--- src/design/mipsPkg.sv ---
`default_nettype none

package mipsPkg;

	////////////////////////////////////////////////////////////////////////////
	// basic widths
	////////////////////////////////////////////////////////////////////////////

	typedef logic [4:0] regAddr;
	typedef logic [31:0] word;

	// major opcodes, bits 31:26
	localparam logic [5:0] opRtype = 6'h00;
	localparam logic [5:0] opLw    = 6'h23;
	localparam logic [5:0] opSw    = 6'h2b;
	localparam logic [5:0] opBeq   = 6'h04;
	localparam logic [5:0] opAddi  = 6'h08;

	// r-type function field, bits 5:0
	localparam logic [5:0] fnAdd = 6'h20;
	localparam logic [5:0] fnSub = 6'h22;
	localparam logic [5:0] fnAnd = 6'h24;
	localparam logic [5:0] fnOr  = 6'h25;
	localparam logic [5:0] fnSlt = 6'h2a;

	////////////////////////////////////////////////////////////////////////////
	// control encodings
	////////////////////////////////////////////////////////////////////////////

	typedef enum logic [2:0] {aluAdd, aluSub, aluAnd, aluOr, aluSlt} aluOp;

	// operand source for execute
	typedef enum logic [1:0] {
		fwdNone = 2'b00,
		fwdWb   = 2'b01,
		fwdMem  = 2'b10
	} fwdSel;

endpackage

`default_nettype wire

--- src/design/hazard.sv ---
`timescale 1ns/1ps
`default_nettype none

module hazard (
	// decode
	input  mipsPkg::regAddr rsD,
	input  mipsPkg::regAddr rtD,
	input  logic            branchD,
	output logic            forwardAD,
	output logic            forwardBD,
	output logic            stallD,
	// fetch
	output logic            stallF,
	// execute
	input  mipsPkg::regAddr rsE,
	input  mipsPkg::regAddr rtE,
	input  mipsPkg::regAddr writeRegE,
	input  logic            regWriteE,
	input  logic            memToRegE,
	output mipsPkg::fwdSel  forwardAE,
	output mipsPkg::fwdSel  forwardBE,
	output logic            flushE,
	// memory
	input  mipsPkg::regAddr writeRegM,
	input  logic            regWriteM,
	input  logic            memToRegM,
	// writeback
	input  mipsPkg::regAddr writeRegW,
	input  logic            regWriteW
);
	import mipsPkg::*;

	logic loadStall;
	logic branchStall;

	// branch compare only takes the memory-stage alu result
	assign forwardAD = (rsD != 5'd0) && (rsD == writeRegM) && regWriteM;
	assign forwardBD = (rtD != 5'd0) && (rtD == writeRegM) && regWriteM;

	// memory stage is younger, so it wins over writeback
	always_comb begin
		forwardAE = fwdNone;
		forwardBE = fwdNone;
		if (rsE != 5'd0) begin
			if (regWriteM && (rsE == writeRegM)) begin
				forwardAE = fwdMem;
			end else if (regWriteW && (rsE == writeRegW)) begin
				forwardAE = fwdWb;
			end
		end
		if (rtE != 5'd0) begin
			if (regWriteM && (rtE == writeRegM)) begin
				forwardBE = fwdMem;
			end else if (regWriteW && (rtE == writeRegW)) begin
				forwardBE = fwdWb;
			end
		end
	end

	// load in execute, consumer in decode
	assign loadStall = memToRegE && ((rtE == rsD) || (rtE == rtD));

	// beq compares in decode, so the operand has to be ready one stage early
	assign branchStall = branchD &&
		((regWriteE && ((writeRegE == rsD) || (writeRegE == rtD))) ||
		 (memToRegM && ((writeRegM == rsD) || (writeRegM == rtD))));

	// hold fetch and decode, bubble into execute
	assign stallD = loadStall || branchStall;
	assign stallF = stallD;
	assign flushE = stallD;

endmodule

`default_nettype wire

--- src/design/decodeStage.sv ---
`timescale 1ns/1ps
`default_nettype none

module decodeStage (
	input  logic            clk,
	input  logic            arstN,
	input  mipsPkg::word    instrD,
	input  mipsPkg::word    fetchPcD,
	// writeback into the register file
	input  logic            regWriteW,
	input  mipsPkg::regAddr writeRegW,
	input  mipsPkg::word    resultW,
	// branch operand forwarding
	input  mipsPkg::word    aluOutM,
	input  logic            forwardAD,
	input  logic            forwardBD,
	output mipsPkg::regAddr rsD,
	output mipsPkg::regAddr rtD,
	output mipsPkg::regAddr writeRegD,
	output mipsPkg::word    rsDataD,
	output mipsPkg::word    rtDataD,
	output mipsPkg::word    immD,
	output mipsPkg::word    branchTargetD,
	output mipsPkg::aluOp   aluOpD,
	output logic            aluSrcD,
	output logic            regWriteD,
	output logic            memWriteD,
	output logic            memToRegD,
	output logic            branchD,
	output logic            branchTakenD
);
	import mipsPkg::*;

	word    regs [32];
	regAddr rdD;
	regAddr destReg;
	logic   writesReg;
	word    cmpA;
	word    cmpB;

	assign rsD  = instrD[25:21];
	assign rtD  = instrD[20:16];
	assign rdD  = instrD[15:11];
	assign immD = {{16{instrD[15]}}, instrD[15:0]};

	////////////////////////////////////////////////////////////////////////////
	// register file
	////////////////////////////////////////////////////////////////////////////

	always_ff @(posedge clk or negedge arstN) begin
		if (!arstN) begin
			for (int i = 0; i < 32; i++) begin
				regs[i] <= '0;
			end
		end else if (regWriteW && (writeRegW != 5'd0)) begin
			regs[writeRegW] <= resultW;
		end
	end

	// same-cycle writeback bypass, r0 hardwired
	always_comb begin
		rsDataD = regs[rsD];
		rtDataD = regs[rtD];
		if (regWriteW && (writeRegW == rsD)) begin
			rsDataD = resultW;
		end
		if (regWriteW && (writeRegW == rtD)) begin
			rtDataD = resultW;
		end
		if (rsD == 5'd0) begin
			rsDataD = '0;
		end
		if (rtD == 5'd0) begin
			rtDataD = '0;
		end
	end

	////////////////////////////////////////////////////////////////////////////
	// control decode
	////////////////////////////////////////////////////////////////////////////

	always_comb begin
		aluOpD    = aluAdd;
		aluSrcD   = 1'b0;
		writesReg = 1'b0;
		memWriteD = 1'b0;
		memToRegD = 1'b0;
		branchD   = 1'b0;
		destReg   = rtD;
		case (instrD[31:26])
			opRtype: begin
				destReg   = rdD;
				writesReg = 1'b1;
				case (instrD[5:0])
					fnAdd: aluOpD = aluAdd;
					fnSub: aluOpD = aluSub;
					fnAnd: aluOpD = aluAnd;
					fnOr: aluOpD = aluOr;
					fnSlt: aluOpD = aluSlt;
					// unknown funct, also the all-zero bubble
					default: writesReg = 1'b0;
				endcase
			end
			opLw: begin
				aluSrcD   = 1'b1;
				writesReg = 1'b1;
				memToRegD = 1'b1;
			end
			opSw: begin
				aluSrcD   = 1'b1;
				memWriteD = 1'b1;
			end
			opAddi: begin
				aluSrcD   = 1'b1;
				writesReg = 1'b1;
			end
			opBeq: branchD = 1'b1;
			default: branchD = 1'b0;
		endcase
	end

	// writes to r0 are dropped here
	assign writeRegD = destReg;
	assign regWriteD = writesReg && (destReg != 5'd0);

	// branch resolve
	assign cmpA          = forwardAD ? aluOutM : rsDataD;
	assign cmpB          = forwardBD ? aluOutM : rtDataD;
	assign branchTakenD  = branchD && (cmpA == cmpB);
	assign branchTargetD = fetchPcD + {immD[29:0], 2'b00};

endmodule

`default_nettype wire

--- src/design/executeStage.sv ---
`timescale 1ns/1ps
`default_nettype none

module executeStage (
	input  mipsPkg::word   rsDataE,
	input  mipsPkg::word   rtDataE,
	input  mipsPkg::word   immE,
	input  mipsPkg::word   aluOutM,
	input  mipsPkg::word   resultW,
	input  mipsPkg::fwdSel forwardAE,
	input  mipsPkg::fwdSel forwardBE,
	input  mipsPkg::aluOp  aluOpE,
	input  logic           aluSrcE,
	output mipsPkg::word   aluOutE,
	output mipsPkg::word   writeDataE
);
	import mipsPkg::*;

	word srcA;
	word srcB;

	// one operand mux, used for both sides
	function automatic word pickOperand(input fwdSel sel, input word regVal,
		input word memVal, input word wbVal);
		word value;
		case (sel)
			fwdMem: value = memVal;
			fwdWb: value = wbVal;
			default: value = regVal;
		endcase
		return value;
	endfunction

	assign srcA       = pickOperand(forwardAE, rsDataE, aluOutM, resultW);
	assign writeDataE = pickOperand(forwardBE, rtDataE, aluOutM, resultW);

	// immediate for addi, lw, sw
	assign srcB = aluSrcE ? immE : writeDataE;

	////////////////////////////////////////////////////////////////////////////
	// alu
	////////////////////////////////////////////////////////////////////////////

	always_comb begin
		case (aluOpE)
			aluSub: aluOutE = srcA - srcB;
			aluAnd: aluOutE = srcA & srcB;
			aluOr: aluOutE = srcA | srcB;
			// signed compare
			aluSlt: aluOutE = {31'b0, $signed(srcA) < $signed(srcB)};
			default: aluOutE = srcA + srcB;
		endcase
	end

endmodule

`default_nettype wire

--- src/design/resultStage.sv ---
`timescale 1ns/1ps
`default_nettype none

module resultStage #(
	parameter int dataDepth = 64
) (
	input  logic            clk,
	input  logic            arstN,
	input  mipsPkg::word    aluOutM,
	input  mipsPkg::word    writeDataM,
	input  logic            memWriteM,
	input  logic            memToRegM,
	input  logic            regWriteM,
	input  mipsPkg::regAddr writeRegM,
	output mipsPkg::word    resultW,
	output mipsPkg::regAddr writeRegW,
	output logic            regWriteW,
	output logic            memToRegW
);
	import mipsPkg::*;

	localparam int idxBits = $clog2(dataDepth);

	word                dataMem [dataDepth];
	logic [idxBits-1:0] memIdx;
	word                readDataM;
	word                readDataW;
	word                aluOutW;

	// word address, wraps at dataDepth
	assign memIdx    = idxBits'(aluOutM[31:2] % 30'(dataDepth));
	assign readDataM = dataMem[memIdx];

	always_ff @(posedge clk) begin
		if (memWriteM) begin
			dataMem[memIdx] <= writeDataM;
		end
	end

	////////////////////////////////////////////////////////////////////////////
	// memory/writeback register
	////////////////////////////////////////////////////////////////////////////

	always_ff @(posedge clk or negedge arstN) begin
		if (!arstN) begin
			regWriteW <= 1'b0;
			memToRegW <= 1'b0;
		end else begin
			regWriteW <= regWriteM;
			memToRegW <= memToRegM;
		end
	end

	always_ff @(posedge clk) begin
		readDataW <= readDataM;
		aluOutW   <= aluOutM;
		writeRegW <= writeRegM;
	end

	// load data or alu result
	assign resultW = memToRegW ? readDataW : aluOutW;

endmodule

`default_nettype wire

--- src/design/pipeCore.sv ---
`timescale 1ns/1ps
`default_nettype none

module pipeCore #(
	parameter int dataDepth = 64
) (
	input  logic            clk,
	input  logic            arstN,
	input  mipsPkg::word    instr,
	output mipsPkg::word    pc,
	output mipsPkg::word    wbData,
	output mipsPkg::regAddr wbReg,
	output logic            wbValid
);
	import mipsPkg::*;

	// decode
	word    instrD;
	word    fetchPcD;
	word    rsDataD;
	word    rtDataD;
	word    immD;
	word    branchTargetD;
	regAddr rsD;
	regAddr rtD;
	regAddr writeRegD;
	aluOp   aluOpD;
	logic   aluSrcD;
	logic   regWriteD;
	logic   memWriteD;
	logic   memToRegD;
	logic   branchD;
	logic   branchTakenD;
	logic   forwardAD;
	logic   forwardBD;
	// execute
	word    rsDataE;
	word    rtDataE;
	word    immE;
	word    aluOutE;
	word    writeDataE;
	regAddr rsE;
	regAddr rtE;
	regAddr writeRegE;
	aluOp   aluOpE;
	logic   aluSrcE;
	logic   regWriteE;
	logic   memWriteE;
	logic   memToRegE;
	fwdSel  forwardAE;
	fwdSel  forwardBE;
	// memory and writeback
	word    aluOutM;
	word    writeDataM;
	word    resultW;
	regAddr writeRegM;
	regAddr writeRegW;
	logic   regWriteM;
	logic   memWriteM;
	logic   memToRegM;
	logic   regWriteW;
	logic   stallF;
	logic   stallD;
	logic   flushE;

	////////////////////////////////////////////////////////////////////////////
	// fetch and fetch/decode register
	////////////////////////////////////////////////////////////////////////////

	always_ff @(posedge clk or negedge arstN) begin
		if (!arstN) begin
			pc <= '0;
		end else if (!stallF) begin
			pc <= branchTakenD ? branchTargetD : pc + 32'd4;
		end
	end

	// a taken branch squashes the instruction behind it
	always_ff @(posedge clk or negedge arstN) begin
		if (!arstN) begin
			instrD   <= '0;
			fetchPcD <= '0;
		end else if (!stallD) begin
			instrD   <= branchTakenD ? '0 : instr;
			fetchPcD <= pc + 32'd4;
		end
	end

	////////////////////////////////////////////////////////////////////////////
	// decode/execute register
	////////////////////////////////////////////////////////////////////////////

	// control bits go low on flush to form a bubble
	always_ff @(posedge clk or negedge arstN) begin
		if (!arstN) begin
			regWriteE <= 1'b0;
			memWriteE <= 1'b0;
			memToRegE <= 1'b0;
		end else if (flushE) begin
			regWriteE <= 1'b0;
			memWriteE <= 1'b0;
			memToRegE <= 1'b0;
		end else begin
			regWriteE <= regWriteD;
			memWriteE <= memWriteD;
			memToRegE <= memToRegD;
		end
	end

	// payload of a bubble is never written anywhere
	always_ff @(posedge clk or negedge arstN) begin
		if (!arstN) begin
			rsDataE   <= '0;
			rtDataE   <= '0;
			immE      <= '0;
			rsE       <= '0;
			rtE       <= '0;
			writeRegE <= '0;
			aluOpE    <= aluAdd;
			aluSrcE   <= 1'b0;
		end else begin
			rsDataE   <= rsDataD;
			rtDataE   <= rtDataD;
			immE      <= immD;
			rsE       <= rsD;
			rtE       <= rtD;
			writeRegE <= writeRegD;
			aluOpE    <= aluOpD;
			aluSrcE   <= aluSrcD;
		end
	end

	////////////////////////////////////////////////////////////////////////////
	// execute/memory register
	////////////////////////////////////////////////////////////////////////////

	always_ff @(posedge clk or negedge arstN) begin
		if (!arstN) begin
			aluOutM    <= '0;
			writeDataM <= '0;
			writeRegM  <= '0;
			regWriteM  <= 1'b0;
			memWriteM  <= 1'b0;
			memToRegM  <= 1'b0;
		end else begin
			aluOutM    <= aluOutE;
			writeDataM <= writeDataE;
			writeRegM  <= writeRegE;
			regWriteM  <= regWriteE;
			memWriteM  <= memWriteE;
			memToRegM  <= memToRegE;
		end
	end

	////////////////////////////////////////////////////////////////////////////
	// stages
	////////////////////////////////////////////////////////////////////////////

	hazard uHazard (
		.rsD(rsD),
		.rtD(rtD),
		.branchD(branchD),
		.forwardAD(forwardAD),
		.forwardBD(forwardBD),
		.stallD(stallD),
		.stallF(stallF),
		.rsE(rsE),
		.rtE(rtE),
		.writeRegE(writeRegE),
		.regWriteE(regWriteE),
		.memToRegE(memToRegE),
		.forwardAE(forwardAE),
		.forwardBE(forwardBE),
		.flushE(flushE),
		.writeRegM(writeRegM),
		.regWriteM(regWriteM),
		.memToRegM(memToRegM),
		.writeRegW(writeRegW),
		.regWriteW(regWriteW)
	);

	decodeStage uDecode (
		.clk(clk),
		.arstN(arstN),
		.instrD(instrD),
		.fetchPcD(fetchPcD),
		.regWriteW(regWriteW),
		.writeRegW(writeRegW),
		.resultW(resultW),
		.aluOutM(aluOutM),
		.forwardAD(forwardAD),
		.forwardBD(forwardBD),
		.rsD(rsD),
		.rtD(rtD),
		.writeRegD(writeRegD),
		.rsDataD(rsDataD),
		.rtDataD(rtDataD),
		.immD(immD),
		.branchTargetD(branchTargetD),
		.aluOpD(aluOpD),
		.aluSrcD(aluSrcD),
		.regWriteD(regWriteD),
		.memWriteD(memWriteD),
		.memToRegD(memToRegD),
		.branchD(branchD),
		.branchTakenD(branchTakenD)
	);

	executeStage uExecute (
		.rsDataE(rsDataE),
		.rtDataE(rtDataE),
		.immE(immE),
		.aluOutM(aluOutM),
		.resultW(resultW),
		.forwardAE(forwardAE),
		.forwardBE(forwardBE),
		.aluOpE(aluOpE),
		.aluSrcE(aluSrcE),
		.aluOutE(aluOutE),
		.writeDataE(writeDataE)
	);

	resultStage #(.dataDepth(dataDepth)) uResult (
		.clk(clk),
		.arstN(arstN),
		.aluOutM(aluOutM),
		.writeDataM(writeDataM),
		.memWriteM(memWriteM),
		.memToRegM(memToRegM),
		.regWriteM(regWriteM),
		.writeRegM(writeRegM),
		.resultW(resultW),
		.writeRegW(writeRegW),
		.regWriteW(regWriteW),
		.memToRegW()
	);

	// retired writes, r0 never gets here
	assign wbValid = regWriteW;
	assign wbReg   = writeRegW;
	assign wbData  = resultW;

endmodule

`default_nettype wire

--- config.mk ---
export PLATFORM = sky130hd
export DESIGN_NAME = pipeCore
export DESIGN_NICKNAME = d
export VERILOG_FILES = /design/src/design/mipsPkg.sv /design/src/design/hazard.sv /design/src/design/decodeStage.sv /design/src/design/executeStage.sv /design/src/design/resultStage.sv /design/src/design/pipeCore.sv
export SDC_FILE = /design/constraint.sdc
export NUM_CORES = 2
export LEC_CHECK = 0
export BUFFER_PORTS_ARGS = -buffer_cell sky130_fd_sc_hd__buf_2
export CORE_UTILIZATION = 60
export CTS_CLUSTER_DIAMETER = 80
export DETAILED_ROUTE_END_ITERATION = 6
export HOLD_SLACK_MARGIN = 0.1
export PLACE_DENSITY_LB_ADDON = 0.2
export SLEW_MARGIN = 20
export SYNTH_ARGS = -nofsm -noshare
export SYNTH_HDL_FRONTEND = slang
export SYNTH_SLANG_ARGS = --single-unit
--- constraint.sdc ---
create_clock -name clk -period 7.4 [get_ports clk]
set_input_delay 1.48 -clock clk [delete_from_list [all_inputs] [get_ports clk]]
set_output_delay 1.48 -clock clk [all_outputs]
set_load 0.01 [all_outputs]
==> impl_metrics.csv <==
group,metric,value,unit
critical_path,worst-r2r-cell-count,24,
timing,fmax,152,MHz
floorplanning,ioPinCount,104,
floorplanning,die_h,498,um
critical_path,critPathLaunch,"writeRegM[1]$_DFF_PN0_",
critical_path,worst_r2r_endpoint,"aluOutM[31]$_DFF_PN0_",
detailed_routing,avgViaCountPerCell,7.17,
clock_network,holdBufCountCts,0,
placement,dp.final_hpwl,305000,um
synth,synth_cells,11200,
power,power_leakage,61.1,nW
global_route,grt_pass1_wl,722000,um
timing,final-setup-viol-count,0,
synth,yosysWarnings,0,
clock_network,clock-sinks,3413,
floorplanning,start_util,60.5,%
critical_path,critPathMaxFanout,20,
floorplanning,core,0.244,mm^2
synth,syn_avg_cell_area,13.2,um^2
critical_path,cpMaxStageDelayCell,"ha_1",
outcome,status,"finished with violations",
layout,stdcell_count,14600,
detailed_routing,wl,508000,um
critical_path,end_kind,"flip-flop",
power,ir_drop,0.250,mV
layout,final_cell_mix,"edfxtp_1, dfrtp_1, a22oi_1",
synth,syn_area,0.148,mm^2
critical_path,reg2reg_slack,840,ps
hold_path,hold_depth,0,
clock_network,numCtsBuffers,356,
power,power_density,270,mW/mm^2
clock_network,cts-root-buf,"clkbuf_16",
detailed_routing,vias,104000,
hold_path,hold_path.class,"flip-flop to flip-flop",
synth,ys.flop_type,"edfxtp_1",
layout,fillers,16900,
clock_network,cts_resized,0,
timing,hold_viol,0,
layout,syn2layout_area_growth,11.2,%
detailed_routing,wire_per_inst,34.9,um
placement,pre_cts_slack,1030,ps
detailed_routing,drt_iter0_drc,15400,
critical_path,arrival,7330,ps
clock_network,cts_setup_buffers,0,
timing,slew_headroom,9.48,%
detailed_routing,antenna_left,0,
global_route,grt_util_all_layers,40.6,%
timing,rsz0062_at_grt,"false",
hold_path,hold_start,"memWriteE$_DFF_PN0_",
timing,worst_pin_slew,1340,ps
critical_path,startpoint_type,"flip-flop",
layout,final_nets,11300,
timing,fin_setup_tns,0,ps
critical_path,reg2reg_from,"writeRegM[1]$_DFF_PN0_",
synth,synth_seq_area_share,64.6,%
global_route,antenna_found_initial,21,
floorplanning,die-area,0.248,mm^2
placement,place.gp.congestion,0.998,
clock_network,cts_tree,"yes",
layout,regArea,0.0954,mm^2
layout,final_common_cell,"edfxtp_1",
detailed_routing,drtPass1Iterations,7,
clock_network,cts_max_level,5,
floorplanning,die_w,498,um
timing,finClkSkew,103,ps
job,maxCapViolCount,0,
critical_path,critPathRequiredTime,8170,ps
layout,drive_gt1_share,15.5,%
synth,async_flop_share,38.0,%
global_route,grt_start_max_net_pins,181,
placement,place_inst,13900,
global_route,grt_pass1_vias,101000,
placement,placement.io_buffers,103,
layout,multi_input_area,0.0486,mm^2
timing,setup_slack,840,ps
timing,timing.final.crit_share,88.6,%
timing,period_needed,6560,ps
global_route,grt_overflow_total,0,
critical_path,path_class,"flip-flop to flip-flop",
synth,synth-edff-count,2048,
synth,synth_cell_types,87,
synth,synth-seq-cells,3413,
critical_path,path_cells,"xor2_1, nor4_1, and3_1, o21ai_0, inv_1, ha_1, a22oi_1, nor2_1, a21oi_1, o21a_1, ha_1, nor2b_1, o21ai_0, a31oi_1, a311o_1, a2111o_1, and3_1, nor2_1, a21oi_1, a221o_1, a211oi_1, o21bai_1, a221oi_1, o22ai_1",
critical_path,cpPeakStageDelay,760,ps
timing,report.final.slew_viol_count,0,
floorplanning,placementRows,181,
clock_network,ctsLongestPathBuffers,4,
clock_network,clk_pin_slew,60,ps
outcome,violations,"design-rule violations",
clock_network,clk_latency,990,ps
detailed_routing,post-route-drc-count,6,
critical_path,crit_path_end,"aluOutM[31]$_DFF_PN0_",
synth,syn-num-nets,11300,
==> cells in the mapped netlist, drive strengths merged, types with 36 or more instances <==
cell type / count / area, um^2
xnor2: 89 / 780
edfxtp: 2048 / 61500
xor2: 43 / 377
and3: 48 / 300
mux2: 47 / 529
dfrtp: 1296 / 32400
nor2b: 36 / 225
a22oi: 947 / 7110
o22ai: 90 / 563
buf: 211 / 1290
a22o: 137 / 1200
nor3: 62 / 315
nor2: 867 / 3260
mux2i: 191 / 1910
a21oi: 865 / 4330
a211oi: 40 / 305
inv: 212 / 796
o21a: 48 / 360
o21ai: 664 / 3320
ha: 130 / 1630
nand3: 150 / 751
mux4: 467 / 10500
a31oi: 121 / 757
nand2: 841 / 3160
clkbuf: 714 / 2680
a41oi: 68 / 596
a221oi: 149 / 1310
dfxtp: 69 / 1380
nand4: 95 / 594
==> worst min-delay path by stage <==
| stage | slack [ps] | end |
|---|---|---|
| global placement | 340 | memWriteM$_DFF_PN0_ |
| floorplan | 330 | memWriteM$_DFF_PN0_ |
| detailed placement | 340 | memWriteM$_DFF_PN0_ |
| finish | 360 | memWriteM$_DFF_PN0_ |
| CTS | 360 | memWriteM$_DFF_PN0_ |
| global route | 360 | memWriteM$_DFF_PN0_ |
==> power breakdown <==
part           switching, W  total (W)  internal, W
registers          0.000565     0.0213       0.0207
clock network       0.00737     0.0174      0.00999
logic               0.00390    0.00557      0.00167
==> critical path, delay by kind of cell (launching register included) <==
kind	cells	cell delay [ps]
flops	1	470
buf+inv	1	100
xor+xnor	1	180
compound gates	14	3360
simple gates	6	1030
fa+ha+maj	2	1220
==> per-layer routing <==
layer	vias to the layer above	wire length, um	track usage, %
met3	1914	58100	9.35
met1	52200	175000	51.5
met5	-	119	0
met2	7672	228000	61.3
met4	14	46900	31.0
li1	42700	-	-
==> cell type report <==
cell class	count	area share, %
diodes	16	0.0244
clock buffers	477	5.99
clock inverters	150	0.808
inverters	213	0.487
multi-input cells	6599	29.7
flip-flops and latches	3413	58.1
well taps	3202	2.44
repair buffers	507	2.46
==> sequential cells by signal (all words and copies together), names as in the netlist, 3 cells and up <==
signal	cells
rtE	5
uResult.readDataW	32
writeRegM	5
uResult.dataMem	2048
immE	16
fetchPcD	32
aluOpE	3
instrD	32
writeRegE	5
uResult.aluOutW	32
rsE	5
uResult.writeRegW	5
writeDataM	32
rtDataE	32
aluOutM	32
uDecode.regs	1024
rsDataE	32
pc	32
==> kinds of logic (layout without fill, tap and decap cells) <==
family	after synthesis	in the layout	synth area share (%)
AOI/OAI and AO/OA	3382	3382	14.9
muxes	705	705	8.78
other	0	16	0
adders and majority gates	133	133	1.14
DFF	3413	3413	64.6
xor gates and xnor gates	132	132	0.784
buffers and inverters	1138	1347	3.24
and+or+nand+nor	2247	2247	6.51
==> through the flow <==
| step | power [W] | area [um^2] | util [%] | hold WS [ps] |
|---|---|---|---|---|
| 6_report | 0.0442 | 164000 | 67.3 | 357 |
| 3_3_place_gp | 0.0269 | 153000 | 62.6 | 345 |
| 3_5_place_dp | 0.0270 | 153000 | 62.6 | 344 |
| 2_1_floorplan | 0.0244 | 148000 | - | 331 |
| 5_1_grt | 0.0452 | 164000 | 67.3 | 362 |
| 4_1_cts | 0.0441 | 164000 | 67.2 | 361 |
Note: power is estimated with default switching activity, not from simulation.
